File: src/include/autotest_params.svh
// autotest build parameters
`ifndef AUTOTEST_PARAMS_SVH
`define AUTOTEST_PARAMS_SVH

// operand and result widths in bytes
`define AT_OPA_BYTES 4
`define AT_OPB_BYTES 4
`define AT_RES_BYTES 4

// sd block geometry
`define AT_BLOCK_BYTES 512
`define AT_FIRST_BLOCK 32'h100000

// marks a block that carries a test vector
`define AT_SIGNATURE 32'hAABBCCDD

// execution limit, short for simulation
`define AT_TIMEOUT_CYCLES 1000

// cycle count field in the report
`define AT_CYCLE_BYTES 8

`endif

File: src/hw/autotest_pkg.sv
// autotest shared types
`default_nettype none
`include "autotest_params.svh"

package autotest_pkg;

  // block field offsets
  localparam int unsigned SIG_BYTES = 4;
  localparam int unsigned OPA_OFS = SIG_BYTES;
  localparam int unsigned OPB_OFS = OPA_OFS + `AT_OPA_BYTES;
  localparam int unsigned EXP_OFS = OPB_OFS + `AT_OPB_BYTES;
  localparam int unsigned OBS_OFS = EXP_OFS + `AT_RES_BYTES;
  localparam int unsigned CYC_OFS = OBS_OFS + `AT_RES_BYTES;
  localparam int unsigned PAD_OFS = CYC_OFS + `AT_CYCLE_BYTES;

  typedef logic [9:0] byte_idx_t;
  typedef logic [8*`AT_OPA_BYTES-1:0] opa_t;
  typedef logic [8*`AT_OPB_BYTES-1:0] opb_t;
  typedef logic [8*`AT_RES_BYTES-1:0] res_t;
  typedef logic [8*`AT_CYCLE_BYTES-1:0] cycles_t;
  typedef logic [31:0] blk_addr_t;

  typedef enum logic [2:0] {
    FLD_SIG,
    FLD_OPA,
    FLD_OPB,
    FLD_EXP,
    FLD_OBS,
    FLD_CYC,
    FLD_PAD
  } field_t;

  typedef enum logic [3:0] {
    ST_IDLE,
    ST_RST_HOST,
    ST_WAIT_BLOCK,
    ST_READ_BYTE,
    ST_WAIT_BYTE,
    ST_CHECK_SIG,
    ST_RUN,
    ST_COMPARE,
    ST_OPEN_WRITE,
    ST_WRITE_BYTE,
    ST_WAIT_WR_BYTE,
    ST_NEXT_BLOCK,
    ST_HALT
  } seq_state_t;

  // which field a block position falls in
  function automatic field_t field_of(byte_idx_t idx);
    if (idx < OPA_OFS) return FLD_SIG;
    if (idx < OPB_OFS) return FLD_OPA;
    if (idx < EXP_OFS) return FLD_OPB;
    if (idx < OBS_OFS) return FLD_EXP;
    if (idx < CYC_OFS) return FLD_OBS;
    if (idx < PAD_OFS) return FLD_CYC;
    return FLD_PAD;
  endfunction

  // first block position of a field
  function automatic byte_idx_t field_base(field_t fld);
    case (fld)
      FLD_SIG: return byte_idx_t'(0);
      FLD_OPA: return byte_idx_t'(OPA_OFS);
      FLD_OPB: return byte_idx_t'(OPB_OFS);
      FLD_EXP: return byte_idx_t'(EXP_OFS);
      FLD_OBS: return byte_idx_t'(OBS_OFS);
      FLD_CYC: return byte_idx_t'(CYC_OFS);
      default: return byte_idx_t'(PAD_OFS);
    endcase
  endfunction

endpackage

`default_nettype wire

File: src/hw/vector_loader.sv
// test vector decode stage
`default_nettype none
`include "autotest_params.svh"

module vector_loader (
  input  wire logic                 clk,
  input  wire logic                 rst,
  input  wire logic                 clear_i,
  input  wire logic                 byte_valid_i,
  input  wire autotest_pkg::byte_idx_t byte_idx_i,
  input  wire logic [7:0]           byte_i,
  output logic                      sig_ok_o,
  output autotest_pkg::opa_t        operand_a_o,
  output autotest_pkg::opb_t        operand_b_o,
  output autotest_pkg::res_t        expected_o
);

  import autotest_pkg::*;

  logic [8*SIG_BYTES-1:0] sig_q;
  opa_t opa_q;
  opb_t opb_q;
  res_t exp_q;

  field_t fld;
  byte_idx_t lane;

  always_comb begin
    fld = field_of(byte_idx_i);
    lane = byte_idx_i - field_base(fld);
  end

  always_ff @(posedge clk) begin
    if (rst || clear_i) begin
      sig_q <= '0;
      opa_q <= '0;
      opb_q <= '0;
      exp_q <= '0;
    end else if (byte_valid_i) begin
      case (fld)
        // signature arrives msb first
        FLD_SIG: sig_q[8*(SIG_BYTES-1-lane) +: 8] <= byte_i;
        FLD_OPA: opa_q[8*lane +: 8] <= byte_i;
        FLD_OPB: opb_q[8*lane +: 8] <= byte_i;
        FLD_EXP: exp_q[8*lane +: 8] <= byte_i;
        // rest of the block carries nothing for us
        default: ;
      endcase
    end
  end

  assign sig_ok_o = (sig_q == `AT_SIGNATURE);
  assign operand_a_o = opa_q;
  assign operand_b_o = opb_q;
  assign expected_o = exp_q;

  // byte counter of the sequencer stays inside the block
  a_idx_in_block: assert property (
    @(posedge clk) disable iff (rst)
    byte_valid_i |-> (byte_idx_i < `AT_BLOCK_BYTES)
  ) else $error("byte strobe outside block, index %0d", byte_idx_i);

endmodule

`default_nettype wire

File: src/hw/test_runner.sv
// uut execute stage
`default_nettype none
`include "autotest_params.svh"

module test_runner (
  input  wire logic               clk,
  input  wire logic               rst,
  input  wire logic               launch_i,
  input  wire logic               end_uut_i,
  input  wire logic               err_uut_i,
  input  wire autotest_pkg::res_t result_uut_i,
  output logic                    rst_uut_o,
  output logic                    done_o,
  output logic                    failed_o,
  output autotest_pkg::res_t      observed_o,
  output autotest_pkg::cycles_t   cycles_o
);

  import autotest_pkg::*;

  logic running_q;
  logic done_q;
  logic failed_q;
  res_t observed_q;
  cycles_t cycles_q;
  logic timeout;

  assign timeout = (cycles_q == cycles_t'(`AT_TIMEOUT_CYCLES - 1));

  always_ff @(posedge clk) begin
    done_q <= 1'b0;
    if (rst) begin
      running_q <= 1'b0;
      failed_q <= 1'b0;
      cycles_q <= '0;
    end else if (launch_i) begin
      running_q <= 1'b1;
      failed_q <= 1'b0;
      cycles_q <= '0;
    end else if (running_q) begin
      cycles_q <= cycles_q + 1'b1;
      if (end_uut_i || err_uut_i || timeout) begin
        running_q <= 1'b0;
        done_q <= 1'b1;
        // no end flag here means error or timeout
        failed_q <= err_uut_i || !end_uut_i;
      end
    end
  end

  // result taken on the done edge
  always_ff @(posedge clk) begin
    if (running_q && (end_uut_i || err_uut_i || timeout)) begin
      observed_q <= result_uut_i;
    end
  end

  assign rst_uut_o = !running_q;
  assign done_o = done_q;
  assign failed_o = failed_q;
  assign observed_o = observed_q;
  assign cycles_o = cycles_q;

  a_done_after_launch: assert property (
    @(posedge clk) disable iff (rst)
    done_o |-> $past(running_q)
  ) else $error("done without a launched test");

  // sequencer keeps one test in flight
  a_no_relaunch: assert property (
    @(posedge clk) disable iff (rst)
    launch_i |-> !running_q
  ) else $error("launch while a test is running");

endmodule

`default_nettype wire

File: src/hw/result_writer.sv
// result compare and report stage
`default_nettype none
`include "autotest_params.svh"

module result_writer (
  input  wire logic                    clk,
  input  wire logic                    rst,
  input  wire logic                    clear_count_i,
  input  wire logic                    judge_i,
  input  wire autotest_pkg::byte_idx_t byte_idx_i,
  input  wire autotest_pkg::opa_t      operand_a_i,
  input  wire autotest_pkg::opb_t      operand_b_i,
  input  wire autotest_pkg::res_t      expected_i,
  input  wire autotest_pkg::res_t      observed_i,
  input  wire autotest_pkg::cycles_t   cycles_i,
  input  wire logic                    failed_i,
  output logic [7:0]                   report_byte_o,
  output logic [31:0]                  error_count_o
);

  import autotest_pkg::*;

  // only valid blocks get a report
  localparam logic [8*SIG_BYTES-1:0] SIG_WORD = `AT_SIGNATURE;

  logic [31:0] err_cnt_q;
  logic mismatch;
  field_t fld;
  byte_idx_t lane;

  assign mismatch = failed_i || (observed_i != expected_i);

  always_ff @(posedge clk) begin
    if (rst || clear_count_i) begin
      err_cnt_q <= '0;
    end else if (judge_i && mismatch) begin
      err_cnt_q <= err_cnt_q + 1'b1;
    end
  end

  assign error_count_o = err_cnt_q;

  // report byte straight from the index
  always_comb begin
    fld = field_of(byte_idx_i);
    lane = byte_idx_i - field_base(fld);
    case (fld)
      FLD_SIG: report_byte_o = SIG_WORD[8*(SIG_BYTES-1-lane) +: 8];
      FLD_OPA: report_byte_o = operand_a_i[8*lane +: 8];
      FLD_OPB: report_byte_o = operand_b_i[8*lane +: 8];
      FLD_EXP: report_byte_o = expected_i[8*lane +: 8];
      FLD_OBS: report_byte_o = observed_i[8*lane +: 8];
      FLD_CYC: report_byte_o = cycles_i[8*lane +: 8];
      // padding to the end of the block
      default: report_byte_o = 8'hFF;
    endcase
  end

endmodule

`default_nettype wire

File: src/hw/autotest_ctrl.sv
// self-test sequencer top
`default_nettype none
`include "autotest_params.svh"

module autotest_ctrl (
  input  wire logic                    clk,
  input  wire logic                    rst,
  input  wire logic                    start_i,
  output logic                         run_busy_o,
  output logic [31:0]                  error_count_o,
  // sd host
  output logic                         sd_rst_o,
  output logic                         sd_rd_block_o,
  output logic                         sd_rd_byte_o,
  output logic                         sd_wr_block_o,
  output logic                         sd_wr_byte_o,
  output autotest_pkg::blk_addr_t      sd_addr_o,
  output logic [7:0]                   sd_wdata_o,
  input  wire logic                    sd_busy_i,
  input  wire logic [7:0]              sd_rdata_i,
  // uut
  output logic                         rst_uut_o,
  output autotest_pkg::opa_t           operand_a_o,
  output autotest_pkg::opb_t           operand_b_o,
  input  wire logic                    end_uut_i,
  input  wire logic                    err_uut_i,
  input  wire autotest_pkg::res_t      result_uut_i
);

  import autotest_pkg::*;

  seq_state_t state_q, state_d;
  byte_idx_t byte_cnt_q;
  blk_addr_t addr_q;
  logic [7:0] wdata_q;
  logic seen_q;

  logic byte_valid, launch, judge, done, failed, sig_ok;
  logic cnt_clr, cnt_inc, wdata_ld, addr_inc, run_start;
  logic [7:0] report_byte;
  res_t expected, observed;
  cycles_t cycles;

  assign run_start = (state_q == ST_IDLE) && start_i;

  always_comb begin
    state_d = state_q;
    {sd_rst_o, sd_rd_block_o, sd_rd_byte_o, sd_wr_block_o, sd_wr_byte_o} = '0;
    {byte_valid, launch, judge, cnt_clr, cnt_inc, wdata_ld, addr_inc} = '0;
    case (state_q)
      ST_IDLE: if (start_i) state_d = ST_RST_HOST;
      ST_RST_HOST: begin
        sd_rst_o = !seen_q;
        if (seen_q && !sd_busy_i) begin
          cnt_clr = 1'b1;
          state_d = ST_WAIT_BLOCK;
        end
      end
      ST_WAIT_BLOCK: begin
        sd_rd_block_o = 1'b1;
        if (seen_q && !sd_busy_i) state_d = ST_READ_BYTE;
      end
      ST_READ_BYTE: begin
        sd_rd_block_o = 1'b1;
        sd_rd_byte_o = 1'b1;
        if (sd_busy_i) state_d = ST_WAIT_BYTE;
      end
      ST_WAIT_BYTE: begin
        sd_rd_block_o = 1'b1;
        if (!sd_busy_i) begin
          // rdata valid from the busy fall
          byte_valid = 1'b1;
          cnt_inc = 1'b1;
          if (byte_cnt_q == byte_idx_t'(`AT_BLOCK_BYTES - 1)) state_d = ST_CHECK_SIG;
          else state_d = ST_READ_BYTE;
        end
      end
      ST_CHECK_SIG: begin
        launch = sig_ok;
        state_d = sig_ok ? ST_RUN : ST_HALT;
      end
      ST_RUN: if (done) state_d = ST_COMPARE;
      ST_COMPARE: begin
        judge = 1'b1;
        cnt_clr = 1'b1;
        state_d = ST_OPEN_WRITE;
      end
      ST_OPEN_WRITE: begin
        sd_wr_block_o = 1'b1;
        if (seen_q && !sd_busy_i) begin
          wdata_ld = 1'b1;
          state_d = ST_WRITE_BYTE;
        end
      end
      ST_WRITE_BYTE: begin
        sd_wr_block_o = 1'b1;
        sd_wr_byte_o = 1'b1;
        if (sd_busy_i) begin
          cnt_inc = 1'b1;
          state_d = ST_WAIT_WR_BYTE;
        end
      end
      ST_WAIT_WR_BYTE: begin
        sd_wr_block_o = 1'b1;
        if (!sd_busy_i) begin
          // counter already points past the byte just sent
          if (byte_cnt_q == byte_idx_t'(`AT_BLOCK_BYTES)) begin
            state_d = ST_NEXT_BLOCK;
          end else begin
            wdata_ld = 1'b1;
            state_d = ST_WRITE_BYTE;
          end
        end
      end
      ST_NEXT_BLOCK: begin
        if (!sd_busy_i) begin
          cnt_clr = 1'b1;
          addr_inc = 1'b1;
          state_d = ST_WAIT_BLOCK;
        end
      end
      ST_HALT: state_d = ST_IDLE;
      default: state_d = ST_IDLE;
    endcase
  end

  always_ff @(posedge clk) begin
    if (rst) begin
      state_q <= ST_IDLE;
      seen_q <= 1'b0;
      byte_cnt_q <= '0;
      addr_q <= blk_addr_t'(`AT_FIRST_BLOCK);
    end else begin
      state_q <= state_d;
      // busy seen since entering the current state
      seen_q <= (state_d == state_q) && (seen_q || sd_busy_i);
      if (cnt_clr) byte_cnt_q <= '0;
      else if (cnt_inc) byte_cnt_q <= byte_cnt_q + 1'b1;
      if (run_start) addr_q <= blk_addr_t'(`AT_FIRST_BLOCK);
      else if (addr_inc) addr_q <= addr_q + 1'b1;
    end
  end

  always_ff @(posedge clk) begin
    if (wdata_ld) wdata_q <= report_byte;
  end

  assign run_busy_o = (state_q != ST_IDLE);
  assign sd_addr_o = addr_q;
  assign sd_wdata_o = wdata_q;

  vector_loader u_loader (
    .clk          (clk),
    .rst          (rst),
    .clear_i      ((state_q == ST_IDLE) || (state_q == ST_NEXT_BLOCK)),
    .byte_valid_i (byte_valid),
    .byte_idx_i   (byte_cnt_q),
    .byte_i       (sd_rdata_i),
    .sig_ok_o     (sig_ok),
    .operand_a_o  (operand_a_o),
    .operand_b_o  (operand_b_o),
    .expected_o   (expected)
  );

  test_runner u_runner (
    .clk          (clk),
    .rst          (rst),
    .launch_i     (launch),
    .end_uut_i    (end_uut_i),
    .err_uut_i    (err_uut_i),
    .result_uut_i (result_uut_i),
    .rst_uut_o    (rst_uut_o),
    .done_o       (done),
    .failed_o     (failed),
    .observed_o   (observed),
    .cycles_o     (cycles)
  );

  result_writer u_writer (
    .clk           (clk),
    .rst           (rst),
    .clear_count_i (run_start),
    .judge_i       (judge),
    .byte_idx_i    (byte_cnt_q),
    .operand_a_i   (operand_a_o),
    .operand_b_i   (operand_b_o),
    .expected_i    (expected),
    .observed_i    (observed),
    .cycles_i      (cycles),
    .failed_i      (failed),
    .report_byte_o (report_byte),
    .error_count_o (error_count_o)
  );

  a_rd_wr_exclusive: assert property (
    @(posedge clk) disable iff (rst)
    !(sd_rd_block_o && sd_wr_block_o)
  ) else $error("read and write block commands both high");

  // host samples write data any time during the byte command
  a_wdata_stable: assert property (
    @(posedge clk) disable iff (rst)
    sd_wr_byte_o && $past(sd_wr_byte_o) |-> $stable(sd_wdata_o)
  ) else $error("write data changed during byte command");

endmodule

`default_nettype wire

File: config.mk
export PLATFORM = sky130hd
export DESIGN_NAME = autotest_ctrl
export DESIGN_NICKNAME = d
export VERILOG_FILES = /design/src/hw/autotest_pkg.sv /design/src/hw/vector_loader.sv /design/src/hw/test_runner.sv /design/src/hw/result_writer.sv /design/src/hw/autotest_ctrl.sv
export VERILOG_INCLUDE_DIRS = /design/src /design/src/include
export SDC_FILE = /design/constraint.sdc
export NUM_CORES = 1
export LEC_CHECK = 0
export BUFFER_PORTS_ARGS = -buffer_cell sky130_fd_sc_hd__buf_2
export CAP_MARGIN = 5
export CORE_ASPECT_RATIO = 0.75
export CORE_MARGIN = 3
export CORE_UTILIZATION = 60
export DETAILED_ROUTE_END_ITERATION = 10
export PLACE_DENSITY = 0.82
export REMOVE_ABC_BUFFERS = 1
export SYNTH_ARGS = -nofsm -noshare
export SYNTH_HDL_FRONTEND = slang
export SYNTH_SLANG_ARGS = --single-unit
File: constraint.sdc
create_clock -name clk -period 10.14 [get_ports clk]
set_input_delay 1.521 -clock clk [delete_from_list [all_inputs] [get_ports clk]]
set_output_delay 1.521 -clock clk [all_outputs]
set_load 0.05 [all_outputs]
==> flow_summary.yaml <==
status:
  outcome: "completed"
yosys:
  synth_seq_cells: 314
  synth_edf_count: 40
  yosysSeqAreaShare_pct: 41.6
  async_reset_ff_share_pct: 0
  avgSynthCellArea_um2: 8.79
  ys.warnings.count: 0
  synthCells: 1829
  synthDistinctLibCells: 87
  netlist_area_um2: 16100
  synth_flop_cell: "dfxtp_1"
critical_path:
  start_kind: "flop"
  cp_max_fo: 16
  endpoint: "u_loader.sig_q[27]"
  r2r-start: "byte_cnt_q[5]"
  r2r-end: "u_loader.sig_q[27]"
  crit_path_start: "byte_cnt_q[5]"
  required_ps: 10600
  end_kind: "flop"
  r2r_slack_ps: 3080
  crit_type: "flop to flop"
  reg2regPathDepth: 22
  worstPathArrival_ps: 7520
clock_network:
  cts_root_buf: "clkbuf_16"
  numCtsBuffers: 30
  clk_latency_ps: 590
  cts_setup_buffers: 0
  clock-sinks: 314
  h-tree-depth: 1
  clock_path_buffers: 3
  path_clk_slew_ps: 70
  tritoncts: "done"
  cts_resized: 0
  ctsHoldBuffers: 0
global_route:
  grt_first_pass_wirelength_um: 78200
  grt_antenna_before_repair: 0
  grt_pass1_vias: 13900
  grt_max_degree: 74
  track_usage_pct: 33.7
  overflow: 0
placement:
  gp_congestion: 1.00
  port_buffers: 188
  place_hpwl_um: 35400
pwr:
  ir_drop_mv: 0.141
  powerDensity_nw_per_um2: 137
  leakagePower_uw: 0.00683
routing:
  drt_first_iter_violations: 2071
  vias_per_cell: 6.41
  ant_nets: 0
  drtPass1Iterations: 7
  drc: 0
  wl_um: 50600
  wl_per_cell_um: 21.8
  vias: 14900
min_path:
  hold_class: "flop to flop"
  holdPathStages: 2
final_layout:
  seqCellArea_um2: 6690
  area_delta_synth_final_pct: 12.5
  multiInputGateArea_um2: 8870
  nFillCells: 2086
  final_common_cell: "nor2_1"
  layout_common_cells: "nor2_1 (284), dfxtp_1 (273), buf_2 (188), nand2_1 (152), nand3_1 (111)"
  drive_gt1_share_pct: 15.6
  nets: 2018
timing:
  min_period_over_period_pct: 69.6
  whs_ps: 457
  tns_ps: 0
  setup_viol: 0
  worst_pin_slew_ps: 1170
  fmax_ghz: 0.142
  hold_violations: 0
  rsz0062_at_grt: "false"
  finalCriticalPeriod_ps: 7060
  drv_slew: 0
  max-slew-margin-rel_pct: 22.2
  fin_skew_ps: 29.3
floorplan:
  die_area_um2: 28800
  ioPinCount: 189
  num_rows: 51
  die_y_um: 148
  die_x_um: 195
  start_util_pct: 61.5
  core_um2: 26200
flow_run:
  cap_violations: 0
[final cells by class]
type,count,area share [%]
clock buffer,43,4.75
inverter,27,0.567
multi-input combinational,1384,49.0
sequential,314,36.9
clock inverter,12,0.671
tap,344,2.38
antenna,1,0.0138
timing repair buffer,199,5.65
[how the worst min path moves through the flow]
stage                        from            endpoint
3_3_place_gp   u_loader.sig_q[22]  u_loader.sig_q[22]
6_report       u_loader.sig_q[23]  u_loader.sig_q[23]
2_1_floorplan  u_loader.sig_q[10]  u_loader.sig_q[10]
4_1_cts        u_loader.sig_q[22]  u_loader.sig_q[22]
3_5_place_dp   u_loader.sig_q[22]  u_loader.sig_q[22]
5_1_grt        u_loader.sig_q[23]  u_loader.sig_q[23]
[layer usage]
metal	up-vias	routed length, um	share of wire (%)	track usage (%)
met2	929	21100	42	48.7
li1	6756	-	-	-
met5	-	0	0	0
met3	156	6880	14	10.8
met4	0	1790	3.5	10.8
met1	7063	20800	41	48.2
[worst max-delay path, cell delays in order (launching register included)]
cell and delay [ps]:
dfxtp_1 480, nor3_1 440, and3_1 410, o21ai_0 160
ha_1 240, fa_1 880, ha_1 450, or4b_2 620
a21boi_0 240, o21a_1 160, o211ai_1 100, a21bo_2 260
nor2_1 150, inv_1 60, ha_1 290, nor4b_1 430
nand2_1 130, nor3_1 140, and3_1 220, nand4_4 150
or3_1 650, nand3_1 220, o21ai_2 70
[sequential cells by signal, summed over array words and instances, names as in the netlist, 8 cells and up]
register and cells:
u_loader.sig_q 32, u_loader.operand_a_o 32, sd_addr_o 32, u_writer.error_count_o 32, byte_cnt_q 10, sd_wdata_o 8, u_loader.operand_b_o 32, u_runner.observed_o 32
u_loader.expected_o 32, u_runner.cycles_o 64
[stage by stage]
stage | worst slack, ps | cell area (um2) | std cells | power [uW] | util [%]
after floorplan | 4170 | 15600 | 1725 | 1330 | -
after global placement | 3500 | 17100 | 2268 | 1370 | 65.4
after detailed placement | 3220 | 17100 | 2268 | 1370 | 65.4
after CTS | 3190 | 18100 | 2323 | 2480 | 69.2
after global routing | 2700 | 18100 | 2323 | 2530 | 69.2
final | 3080 | 18100 | 2324 | 2470 | 69.2
[cell families after synthesis]
family	count (synthesis)	synth area share, %
AND/OR/NAND/NOR	847	26.8
flip-flops	314	41.6
AO/OA/AOI/OAI	250	10.3
XOR/XNOR	169	9.41
buffers and inverters	131	3.50
multiplexers	102	7.20
adder cells (fa/ha/maj)	16	1.29
[Yosys cell counts (all sizes together), types with 5 or more instances]
library cell	instances	area, um2
nor4	34	219
nor3	54	358
and2	21	131
nand4	45	297
nor4b	5	43.8
a21oi	66	345
a22oi	47	353
a211oi	6	45.0
and3	38	238
a311oi	6	52.6
buf	32	188
a31oi	5	31.3
and4	8	70.1
mux4	11	248
xnor2	60	526
nand2b	12	75.1
o21ai	70	380
mux2i	91	911
nor2b	5	31.3
clkbuf	72	273
nor2	287	1090
or2	6	40.0
a221oi	8	70.1
a222oi	9	90.1
xor2	109	988
nand2	152	571
ha	15	188
nand4b	14	123
or3	26	168
nand3	116	606
inv	25	93.8
dfxtp	274	5490
edfxtp	40	1200
[power by group]
part / leakage, uW / switching, uW / total, uW / internal, uW
combinational: 0.00378 / 60.4 / 78.1 / 17.7
clock: 0.000483 / 493 / 1130 / 638
sequential: 0.00256 / 4.56 / 1260 / 1260
No activity file was read; power rests on OpenSTA's default activity.
